==> src/verilog/fdsu_params.svh <==
/* sizing constants of the fp32 divide / square-root unit
   included by the package and by every module that sizes a port or a counter */
`ifndef FDSU_PARAMS_SVH
`define FDSU_PARAMS_SVH

// ieee 754 single precision layout
`define FDSU_WIDTH     32
`define FDSU_EXP_BITS  8
`define FDSU_MAN_BITS  23
`define FDSU_BIAS      127

// cycles from engine start to engine done
// both engines retire 25 result bits in ITER-1 steps
`define FDSU_ITER      26

// pass-through tag width
`define FDSU_TAG_BITS  4

// canonical quiet nan, returned for every invalid or nan operation
`define FDSU_QNAN      32'h7fc00000

`endif

==> src/verilog/fdsu_pkg.sv <==
/* shared types of the fp32 div/sqrt unit: op codes, FSM states,
   the flag bundle and the request/response structs */
`include "fdsu_params.svh"

package fdsu_pkg;

  // operation select, one bit
  typedef enum logic {
    OP_DIV  = 1'b0,
    OP_SQRT = 1'b1
  } fdsu_op_e;

  // handshake controller states
  typedef enum logic [1:0] {
    ST_IDLE,  // ready for a new op
    ST_BUSY,  // engine running
    ST_WAIT   // result held for downstream
  } ctrl_state_e;

  // exception flags, same order as the risc-v fflags field
  typedef struct packed {
    logic nv;  // invalid
    logic dz;  // divide by zero
    logic of;  // overflow
    logic uf;  // underflow
    logic nx;  // inexact
  } fp_status_t;

  // operation as presented on the input handshake
  typedef struct packed {
    fdsu_op_e                  op;
    logic [`FDSU_WIDTH-1:0]    a;    // dividend or radicand
    logic [`FDSU_WIDTH-1:0]    b;    // divisor, unused for sqrt
    logic [`FDSU_TAG_BITS-1:0] tag;
  } fp_req_t;

  // controller to mantissa engine
  typedef struct packed {
    logic                     start;    // one cycle pulse
    logic [`FDSU_MAN_BITS:0]  mant_a;   // hidden bit set
    logic [`FDSU_MAN_BITS:0]  mant_b;
    logic                     odd_exp;  // sqrt pre-shift
  } mant_req_t;

  // mantissa engine to controller
  typedef struct packed {
    logic                      done;    // one cycle pulse
    logic [`FDSU_MAN_BITS+1:0] mant;    // truncated result, 25 bits
    logic                      sticky;  // remainder nonzero
  } mant_rsp_t;

endpackage

==> src/verilog/fp32_div_core.sv <==
/* restoring mantissa divider, one quotient bit per cycle
   returns floor(mant_a * 2^24 / mant_b) and a sticky bit FDSU_ITER cycles after start */
`include "fdsu_params.svh"

module fp32_div_core (
  input  logic                clk_i,
  input  logic                rst_n_i,
  input  logic                flush_i,
  input  fdsu_pkg::mant_req_t req_i,
  output fdsu_pkg::mant_rsp_t rsp_o
);

  localparam int unsigned cnt_w    = $clog2(`FDSU_ITER);
  localparam int unsigned last_cnt = `FDSU_ITER - 2;  // load edge plus 25 steps

  logic             busy_q;   // loop running
  logic             done_q;
  logic [cnt_w-1:0] cnt_q;    // steps taken
  logic [25:0]      rem_q;    // partial remainder, stays below 2*divisor
  logic [23:0]      dvs_q;    // divisor mantissa
  logic [24:0]      quo_q;    // quotient, new bits enter at the lsb
  logic [25:0]      diff;
  logic             q_bit;

  // ------------------------------------------------------------------
  // step control
  // ------------------------------------------------------------------
  always_ff @(posedge clk_i or negedge rst_n_i) begin
    if (!rst_n_i) begin
      busy_q <= 1'b0;
      done_q <= 1'b0;
      cnt_q  <= '0;
    end else if (flush_i) begin
      busy_q <= 1'b0;  // abort, no done for this run
      done_q <= 1'b0;
    end else begin
      done_q <= 1'b0;
      if (!busy_q) begin
        if (req_i.start) begin
          busy_q <= 1'b1;
          cnt_q  <= '0;
        end
      end else if (cnt_q == cnt_w'(last_cnt)) begin
        busy_q <= 1'b0;  // last quotient bit lands this edge
        done_q <= 1'b1;
      end else begin
        cnt_q <= cnt_q + 1'b1;
      end
    end
  end

  // ------------------------------------------------------------------
  // shift-subtract datapath
  // ------------------------------------------------------------------
  assign diff  = rem_q - {2'b0, dvs_q};
  assign q_bit = (rem_q >= {2'b0, dvs_q});  // trial subtraction fits

  always_ff @(posedge clk_i) begin
    if (!busy_q && req_i.start) begin
      rem_q <= {2'b0, req_i.mant_a};
      dvs_q <= req_i.mant_b;
      quo_q <= '0;
    end else if (busy_q) begin
      // restore on a failed trial, then bring in the next zero
      rem_q <= (q_bit ? diff : rem_q) << 1;
      quo_q <= {quo_q[23:0], q_bit};
    end
  end

  assign rsp_o.done   = done_q;
  assign rsp_o.mant   = quo_q;
  assign rsp_o.sticky = |rem_q;  // any remainder left means inexact

endmodule

==> src/verilog/fp32_sqrt_core.sv <==
/* digit-by-digit mantissa square root, one root bit per cycle
   radicand is mant_a * 2^24, one more bit up when odd_exp is set */
`include "fdsu_params.svh"

module fp32_sqrt_core (
  input  logic                clk_i,
  input  logic                rst_n_i,
  input  logic                flush_i,
  input  fdsu_pkg::mant_req_t req_i,
  output fdsu_pkg::mant_rsp_t rsp_o
);

  localparam int unsigned cnt_w    = $clog2(`FDSU_ITER);
  localparam int unsigned last_cnt = `FDSU_ITER - 2;

  logic             busy_q;
  logic             done_q;
  logic [cnt_w-1:0] cnt_q;
  logic [49:0]      rad_q;    // radicand, consumed two bits per step from the top
  logic [27:0]      rem_q;    // partial remainder, at most 2*root
  logic [24:0]      root_q;
  logic [27:0]      rem_sh;   // remainder with the next bit pair
  logic [27:0]      trial;    // 4*root + 1
  logic             r_bit;

  // ------------------------------------------------------------------
  // step control, same cadence as the divider
  // ------------------------------------------------------------------
  always_ff @(posedge clk_i or negedge rst_n_i) begin
    if (!rst_n_i) begin
      busy_q <= 1'b0;
      done_q <= 1'b0;
      cnt_q  <= '0;
    end else if (flush_i) begin
      busy_q <= 1'b0;
      done_q <= 1'b0;
    end else begin
      done_q <= 1'b0;
      if (!busy_q) begin
        if (req_i.start) begin  // start is ignored while running
          busy_q <= 1'b1;
          cnt_q  <= '0;
        end
      end else if (cnt_q == cnt_w'(last_cnt)) begin
        busy_q <= 1'b0;
        done_q <= 1'b1;
      end else begin
        cnt_q <= cnt_q + 1'b1;
      end
    end
  end

  // ------------------------------------------------------------------
  // root datapath
  // ------------------------------------------------------------------
  assign rem_sh = {rem_q[25:0], rad_q[49:48]};
  assign trial  = {1'b0, root_q, 2'b01};
  assign r_bit  = (rem_sh >= trial);

  always_ff @(posedge clk_i) begin
    if (!busy_q && req_i.start) begin
      // odd biased exponent means an even true exponent, so shift one more
      rad_q  <= req_i.odd_exp ? {1'b0, req_i.mant_a, 25'b0}
                              : {2'b0, req_i.mant_a, 24'b0};
      rem_q  <= '0;
      root_q <= '0;
    end else if (busy_q) begin
      rad_q  <= rad_q << 2;
      rem_q  <= r_bit ? rem_sh - trial : rem_sh;
      root_q <= {root_q[23:0], r_bit};
    end
  end

  assign rsp_o.done   = done_q;
  assign rsp_o.mant   = root_q;  // msb at bit 24 or 23, controller normalizes
  assign rsp_o.sticky = |rem_q;

endmodule

==> src/verilog/divsqrt_ctrl.sv <==
/* handshake FSM, operand classification, exponent path and result assembly
   starts the engine that fits the op and holds the packed result until handoff */
`include "fdsu_params.svh"

module divsqrt_ctrl (
  input  logic                      clk_i,
  input  logic                      rst_n_i,
  input  logic                      flush_i,
  input  logic                      in_valid_i,
  input  logic                      out_ready_i,
  input  fdsu_pkg::fp_req_t         req_i,
  output logic                      in_ready_o,
  output logic                      out_valid_o,
  output logic                      busy_o,
  output logic [`FDSU_WIDTH-1:0]    result_o,
  output fdsu_pkg::fp_status_t      status_o,
  output logic [`FDSU_TAG_BITS-1:0] tag_o,
  output fdsu_pkg::mant_req_t       div_req_o,
  output fdsu_pkg::mant_req_t       sqrt_req_o,
  input  fdsu_pkg::mant_rsp_t       div_rsp_i,
  input  fdsu_pkg::mant_rsp_t       sqrt_rsp_i
);
  import fdsu_pkg::*;

  localparam logic signed [9:0]         bias    = `FDSU_BIAS;
  localparam logic [`FDSU_WIDTH-2:0]    inf_mag = {{`FDSU_EXP_BITS{1'b1}},
                                                   {`FDSU_MAN_BITS{1'b0}}};

  ctrl_state_e                state_q, state_d;
  fp_req_t                    req_q;               // latched operands and tag
  logic                       accept;              // input handshake this cycle
  logic                       accept_q, start_q;   // start goes out one edge late
  mant_rsp_t                  eng_rsp;             // response of the selected engine
  logic [`FDSU_EXP_BITS-1:0]  exp_a, exp_b;
  logic                       zero_a, inf_a, nan_a, snan_a;
  logic                       zero_b, inf_b, nan_b, snan_b;
  logic                       is_div, sign_r;
  logic                       special;
  logic [`FDSU_WIDTH-1:0]     spec_res;
  fp_status_t                 spec_sts;
  logic signed [9:0]          exp_base, exp_fin;   // biased, before range check
  logic                       hi;                  // engine msb at bit 24
  logic [`FDSU_MAN_BITS-1:0]  frac;
  logic [`FDSU_WIDTH-1:0]     res_d, result_q;
  fp_status_t                 sts_d, status_q;
  logic [`FDSU_TAG_BITS-1:0]  tag_q;

  // ------------------------------------------------------------------
  // handshake FSM
  // ------------------------------------------------------------------
  assign in_ready_o  = (state_q == ST_IDLE);  // no accept during handoff
  assign out_valid_o = (state_q == ST_WAIT);
  assign busy_o      = (state_q != ST_IDLE);
  assign accept      = in_valid_i & in_ready_o & ~flush_i;

  always_comb begin
    state_d = state_q;
    unique case (state_q)
      ST_IDLE: if (accept) state_d = ST_BUSY;
      ST_BUSY: if (eng_rsp.done) state_d = ST_WAIT;  // result goes to hold reg
      ST_WAIT: if (out_ready_i) state_d = ST_IDLE;   // handoff
      default: state_d = ST_IDLE;
    endcase
    if (flush_i) state_d = ST_IDLE;  // flush wins over everything
  end

  always_ff @(posedge clk_i or negedge rst_n_i) begin
    if (!rst_n_i) begin
      state_q  <= ST_IDLE;
      accept_q <= 1'b0;
      start_q  <= 1'b0;
    end else begin
      state_q  <= state_d;
      accept_q <= accept;
      start_q  <= accept_q & ~flush_i;
    end
  end

  // ------------------------------------------------------------------
  // engine requests, both see the operands, one gets the start
  // ------------------------------------------------------------------
  assign is_div = (req_q.op == OP_DIV);

  assign div_req_o.start    = start_q & is_div;
  assign div_req_o.mant_a   = {1'b1, req_q.a[`FDSU_MAN_BITS-1:0]};
  assign div_req_o.mant_b   = {1'b1, req_q.b[`FDSU_MAN_BITS-1:0]};
  assign div_req_o.odd_exp  = exp_a[0];
  assign sqrt_req_o.start   = start_q & ~is_div;
  assign sqrt_req_o.mant_a  = {1'b1, req_q.a[`FDSU_MAN_BITS-1:0]};
  assign sqrt_req_o.mant_b  = {1'b1, req_q.b[`FDSU_MAN_BITS-1:0]};
  assign sqrt_req_o.odd_exp = exp_a[0];  // biased lsb set, true exponent even

  assign eng_rsp = is_div ? div_rsp_i : sqrt_rsp_i;

  // ------------------------------------------------------------------
  // operand classes, subnormals count as zero
  // ------------------------------------------------------------------
  assign exp_a  = req_q.a[`FDSU_WIDTH-2:`FDSU_MAN_BITS];
  assign exp_b  = req_q.b[`FDSU_WIDTH-2:`FDSU_MAN_BITS];
  assign zero_a = (exp_a == '0);
  assign zero_b = (exp_b == '0);
  assign inf_a  = (&exp_a) & (req_q.a[`FDSU_MAN_BITS-1:0] == '0);
  assign inf_b  = (&exp_b) & (req_q.b[`FDSU_MAN_BITS-1:0] == '0);
  assign nan_a  = (&exp_a) & (req_q.a[`FDSU_MAN_BITS-1:0] != '0);
  assign nan_b  = (&exp_b) & (req_q.b[`FDSU_MAN_BITS-1:0] != '0);
  assign snan_a = nan_a & ~req_q.a[`FDSU_MAN_BITS-1];  // quiet bit clear
  assign snan_b = nan_b & ~req_q.b[`FDSU_MAN_BITS-1];
  assign sign_r = is_div ? req_q.a[`FDSU_WIDTH-1] ^ req_q.b[`FDSU_WIDTH-1]
                         : req_q.a[`FDSU_WIDTH-1];

  always_comb begin : special_case
    special  = 1'b1;
    spec_res = `FDSU_QNAN;  // default for every invalid case
    spec_sts = '0;
    if (is_div) begin
      if (nan_a | nan_b) spec_sts.nv = snan_a | snan_b;
      else if ((zero_a & zero_b) | (inf_a & inf_b)) spec_sts.nv = 1'b1;
      else if (inf_a) spec_res = {sign_r, inf_mag};
      else if (zero_b) begin
        spec_res    = {sign_r, inf_mag};  // finite nonzero over zero
        spec_sts.dz = 1'b1;
      end
      else if (inf_b | zero_a) spec_res = {sign_r, {(`FDSU_WIDTH-1){1'b0}}};
      else special = 1'b0;
    end else begin
      if (nan_a) spec_sts.nv = snan_a;
      else if (zero_a) spec_res = {sign_r, {(`FDSU_WIDTH-1){1'b0}}};  // sqrt(-0) is -0
      else if (sign_r) spec_sts.nv = 1'b1;                           // negative operand
      else if (inf_a) spec_res = {1'b0, inf_mag};
      else special = 1'b0;
    end
  end

  // ------------------------------------------------------------------
  // exponent path and result assembly
  // ------------------------------------------------------------------
  always_comb begin : assemble
    if (is_div) exp_base = $signed({2'b0, exp_a}) - $signed({2'b0, exp_b}) + bias;
    else exp_base = (($signed({2'b0, exp_a}) - bias) >>> 1) + bias;  // floor halving
    hi      = eng_rsp.mant[`FDSU_MAN_BITS+1];
    exp_fin = exp_base;
    if (is_div && !hi) exp_fin = exp_base - 10'sd1;  // quotient below one
    frac     = hi ? eng_rsp.mant[`FDSU_MAN_BITS:1] : eng_rsp.mant[`FDSU_MAN_BITS-1:0];
    sts_d    = '0;
    sts_d.nx = (hi & eng_rsp.mant[0]) | eng_rsp.sticky;  // dropped bit or remainder
    res_d    = {sign_r, exp_fin[`FDSU_EXP_BITS-1:0], frac};
    if (exp_fin >= 10'sd255) begin
      res_d    = {sign_r, inf_mag};
      sts_d.of = 1'b1;
      sts_d.nx = 1'b1;
    end else if (exp_fin <= 10'sd0) begin
      res_d    = {sign_r, {(`FDSU_WIDTH-1){1'b0}}};  // no subnormal results
      sts_d.uf = 1'b1;
      sts_d.nx = 1'b1;
    end
    if (special) begin
      res_d = spec_res;
      sts_d = spec_sts;
    end
  end

  // operand latch and hold register
  always_ff @(posedge clk_i) begin
    if (accept) req_q <= req_i;
    if (state_q == ST_BUSY && eng_rsp.done) begin
      result_q <= res_d;
      status_q <= sts_d;
      tag_q    <= req_q.tag;
    end
  end

  assign result_o = result_q;
  assign status_o = status_q;
  assign tag_o    = tag_q;

endmodule

==> src/verilog/fdsu_lite_top.sv <==
/* fp32 divide and square-root unit, one operation in flight
   valid/ready on both sides, flush aborts the running operation */
`include "fdsu_params.svh"

module fdsu_lite_top (
  input  logic                      clk_i,
  input  logic                      rst_n_i,
  input  logic                      flush_i,
  // input handshake
  input  logic                      in_valid_i,
  output logic                      in_ready_o,
  input  fdsu_pkg::fp_req_t         req_i,
  // output handshake
  output logic                      out_valid_o,
  input  logic                      out_ready_i,
  output logic [`FDSU_WIDTH-1:0]    result_o,
  output fdsu_pkg::fp_status_t      status_o,
  output logic [`FDSU_TAG_BITS-1:0] tag_o,
  output logic                      busy_o       // op accepted, not yet handed off
);
  import fdsu_pkg::*;

  mant_req_t div_req, sqrt_req;  // controller to engines
  mant_rsp_t div_rsp, sqrt_rsp;  // engines back to controller

  divsqrt_ctrl i_ctrl (
    .clk_i       (clk_i),
    .rst_n_i     (rst_n_i),
    .flush_i     (flush_i),
    .in_valid_i  (in_valid_i),
    .out_ready_i (out_ready_i),
    .req_i       (req_i),
    .in_ready_o  (in_ready_o),
    .out_valid_o (out_valid_o),
    .busy_o      (busy_o),
    .result_o    (result_o),
    .status_o    (status_o),
    .tag_o       (tag_o),
    .div_req_o   (div_req),
    .sqrt_req_o  (sqrt_req),
    .div_rsp_i   (div_rsp),
    .sqrt_rsp_i  (sqrt_rsp)
  );

  // engines sit side by side, only one is started per op
  fp32_div_core i_div (
    .clk_i   (clk_i),
    .rst_n_i (rst_n_i),
    .flush_i (flush_i),
    .req_i   (div_req),
    .rsp_o   (div_rsp)
  );

  fp32_sqrt_core i_sqrt (
    .clk_i   (clk_i),
    .rst_n_i (rst_n_i),
    .flush_i (flush_i),
    .req_i   (sqrt_req),
    .rsp_o   (sqrt_rsp)
  );

endmodule

==> config.mk <==
export PLATFORM = sky130hd
export DESIGN_NAME = fdsu_lite_top
export DESIGN_NICKNAME = d
export VERILOG_FILES = /design/src/verilog/fdsu_pkg.sv /design/src/verilog/fp32_div_core.sv /design/src/verilog/fp32_sqrt_core.sv /design/src/verilog/divsqrt_ctrl.sv /design/src/verilog/fdsu_lite_top.sv
export VERILOG_INCLUDE_DIRS = /design/src /design/src/verilog
export SDC_FILE = /design/constraint.sdc
export NUM_CORES = 1
export LEC_CHECK = 0
export ABC_CLOCK_PERIOD_IN_PS = 6400
export BUFFER_PORTS_ARGS = -buffer_cell sky130_fd_sc_hd__buf_2
export CORE_UTILIZATION = 55
export DETAILED_ROUTE_END_ITERATION = 16
export PLACE_DENSITY = 0.76
export RECOVER_POWER = 100
export SKIP_CTS_REPAIR_TIMING = 1
export SYNTH_ARGS = -nofsm -noshare
export SYNTH_HDL_FRONTEND = slang
export SYNTH_SLANG_ARGS = --single-unit
==> constraint.sdc <==
create_clock -name clk_i -period 6.4 [get_ports clk_i]
set_input_delay 0.64 -clock clk_i [delete_from_list [all_inputs] [get_ports clk_i]]
set_output_delay 0.64 -clock clk_i [all_outputs]
set_load 0.01 [all_outputs]
==> summary.md <==
| Metric | Value |
|---|---|
| Highest fanout seen on the critical path | 60 |
| Violation count after the first detailed-route iteration | 742 |
| Internal Pwr Total | 4340 uW |
| Number of distinct standard cells referenced by the synthesized netlist | 93 |
| CTS tree | built |
| Critical Path RT | 6.55 ns |
| Least-Margin Pin Slew | 3.86 ns |
| Number of H-tree levels | 1 |
| Clock Pin Slew Worst Setup and Hold Paths | 0.06 ns |
| Total buffers and inverters traversed by the critical path | 4 |
| Std-Cell Rows | 61 |
| Initial antenna violation count | 0 |
| Final-stage net count | 1761 |
| Cell area after layout | 17500 sq um |
| Number of cells in the finished layout apart from fillers | 2020 |
| Final Skew | 0.0166 ns |
| Commonest cells after routing, fill and taps aside | edfxtp_1, nand2_1, o21ai_0 |
| RD Place Congestion | 0.923 |
| Category of the worst setup path capture point | flop |
| Total of fill cells in the finished design | 2320 |
| Top Family by Delay on Critical Path | buffers and inverters |
| Total nets after synthesis | 1672 |
| Hold/Removal Path Class | in -> async |
| Total core area | 28100 sq um |
| Switching power share of the total | 35.2% |
| Buffer type at the clock tree root | clkbuf_16 |
| Total routing usage reported by global routing | 24.9% |
| Remaining antenna violation count | 0 |
| Netlist Area Pre-Place | 15900 sq um |
| Proportion of power drawn by flip-flops and latches | 34.0% |
| Number of max-cap violations | 7 |
| Total negative slack | 0 ns |
| Final Setup Violations | 0 |
| Sum of overflow across all layers after global routing | 0 |
| Hold Violations, Final | 0 |
| Sum of routed wire length over all layers | 36.1 mm |
| Clock share of power | 26.2% |
| Cell area power density | 382 nW/um^2 |
| P_leak | 0.00681 uW |
| Number of synthesized flops with an enable pin | 182 |
| Tightest slew margin relative to the limit | -157% |
| Largest net degree at the start of global routing | 71 |
| Most frequent cell on the critical path | clkbuf_1 |
| Crit-path max cell delay | 1.95 ns |
| Classification of the worst setup path | reg -> reg |
| Util after Layout | 62.4% |
| First-pass DRT Iterations | 5 |
| Part of the power in combinational logic | 39.8% |
| Proportion of synthesized chip area in sequential cells | 47.5% |
| Die boundary width | 172 microns |
| Fraction of registers with async set/reset | 6.41% |
| Chain of cells forming the critical path | clkbuf_1 > a21oi_2 > clkbuf_1 > inv_1 > clkbuf_1 |
| Data arrival, critical path | 5.52 ns |
| Clock network latency to the later pin of the worst-skew pair | 0.56 ns |
| Effective utilization at floorplan | 56.5% |
| TritonCTS buffer count | 30 |
| Final Max Tran Viols | 331 |
| Stages on worst setup path | 5 |
| Number of diodes added for antenna fixing | 0 |
| Routed via count | 12100 |
| Placed inst area | 16700 sq um |
| Final cycle utilization of the critical path | 84.0% |
| Area enclosed by the die boundary | 29500 sq um |
| Area grow syn2layout | 10.4% |
| Drt via density | 5.98 |
| Violated checks | capacitance limit, slew limit |
| Wire length of the first global-routing pass | 58.8 mm |
| Layout cell share with drive strength beyond 1 | 10.8% |
| Count of warnings emitted by yosys | 0 |
| Number of cell instances on the worst register-to-register path | 5 |
| Commonest non-fill, non-tap cell in the layout | edfxtp_1 |
| Max clock buf depth | 3 |
| Sinks on Clock Net | 281 |
| Worst setup SP type | flop |
| Upper clock frequency limit | 186 MHz |
| Via count of the first global-routing pass | 11700 |
| Setup repair after global routing missed its margin | false |
| Flop and latch count out of synthesis | 281 |
| Total DRC errors in the routed layout | 0 |
| Status | finished, violations left |
| Post-placement cell count | 1964 |
| Average cell area after synthesis | 10.4 sq um |
| Count of buffers from port buffering | 117 |
| I/O pin cnt | 118 |
| Most common flop cell mapped by yosys | edfxtp_1 |
| Synthesized instance count | 1529 |
| Chip height | 172 microns |
| Average detailed-routed wire length per instance | 17.9 microns |
| Cell with the largest stage delay on the worst path | clkbuf_1 |
| Final Critical Period | 5.37 ns |
| Placed wire-length estimate after detailed placement | 25.6 mm |
| Psw | 2350 uW |
| Worst vdd ir | 0.526 mV |
[synthesized netlist by cell type (all sizes together), types with 14 or more instances]
library cell,number,share of area (%)
edfxtp,182,34
nand2,117,2.8
o21ai,104,3.3
inv,95,2.2
nor2,92,2.2
dfxtp,81,10
mux2i,72,4.5
a21oi,68,2.1
ha,67,5.3
clkbuf,59,1.4
a211oi,50,3.1
xnor2,46,2.7
a22o,40,2.2
nor2b,40,1.6
nand3,35,1.1
nor3,31,1.1
a21o,28,1.3
nor4,28,1.1
nand4,24,0.99
xor2,21,1.2
buf,18,0.76
dfrtp,18,2.8
and3,15,0.59
mux2,15,1.1
o211ai,14,0.69
[power groups by stage]
stage	clock (uW)	combinational (uW)	sequential (uW)
final	1750	2660	2280
after global placement	0	2590	2300
after global routing	1850	2910	2300
after floorplan	0	2140	2240
after CTS	1790	2660	2270
after detailed placement	0	2620	2310
[worst register-to-register path, stage by stage (launching register included)]
cell      delay, ns
dfrtp_2        0.34
clkbuf_1       1.95
a21oi_2       -0.06
clkbuf_1       0.65
inv_1          0.75
clkbuf_1       1.33
[metrics by stage]
stage | hold slack (ns) | total power [uW] | worst slack, ns
floorplan | 0.344 | 4380 | 1.34
detailed placement | 0.407 | 4930 | 1.49
global route | 0.226 | 7070 | 0.654
global placement | 0.403 | 4890 | 1.61
finish | 0.195 | 6690 | 1.03
CTS | -0.0181 | 6710 | 1.43
[sequential cells by signal (all words and copies together) (netlist names), 7 cells and up]
name              count
i_ctrl.div_req_o     47
i_ctrl.exp_a          7
i_ctrl.exp_b          8
i_ctrl.req_q          7
i_ctrl.result_o      32
i_div.dvs_q          23
i_div.quo_q          25
i_div.rem_q          26
i_sqrt.rad_q         26
i_sqrt.rem_q         28
i_sqrt.root_q        25
[metal layers]
layer	global-route usage (%)	vias to the layer above	routed length, microns
met3	3.07	66	1810
li1	-	5898	-
met4	8.20	0	1050
met5	0	-	0
met2	42.7	352	17200
met1	32.7	5765	16100
[kinds of logic (layout without fill, tap and decap cells)]
| kind of cell | Yosys count | in the layout | share of synthesized area (%) |
|---|---|---|---|
| AO/OA/AOI/OAI | 412 | 412 | 18.5 |
| multiplexers | 89 | 89 | 5.91 |
| AND/OR/NAND/NOR | 437 | 437 | 14.0 |
| buffers and inverters | 172 | 285 | 4.42 |
| adder cells (fa/ha/maj) | 69 | 69 | 5.53 |
| flip-flops | 281 | 281 | 47.5 |
| XOR/XNOR | 69 | 69 | 4.12 |
[layout make-up]
class / count / area (sq um) / share of cell area, %
Tap cell: 378 / 473 / 2.70
Clock inverter: 17 / 215 / 1.23
Sequential cell: 281 / 7540 / 43.0
Clock buffer: 39 / 788 / 4.50
Timing Repair Buffer: 134 / 618 / 3.53
Inverter: 95 / 357 / 2.04
Multi-Input combinational cell: 1076 / 7530 / 43.0
[worst paths after layout]
| kind | slack (ns) | endpoint | from |
|---|---|---|---|
| worst max register to register | 1.03 | i_sqrt.rad_q[49] | i_sqrt.busy_q |
| max in group asynchronous | 5.57 | i_sqrt.busy_q | rst_n_i |
| worst min-delay path | 0.19 | i_ctrl.state_q[0] | rst_n_i |
| worst max-delay path | 1.03 | i_sqrt.rad_q[49] | i_sqrt.busy_q |
| min in group clk_i | 0.24 | i_ctrl.div_req_o[27] | req_i[38] |
| worst min register to register | 0.42 | i_ctrl.tag_o[2] | i_ctrl.req_q[2] |
Note: power is estimated with default switching activity, not from simulation.
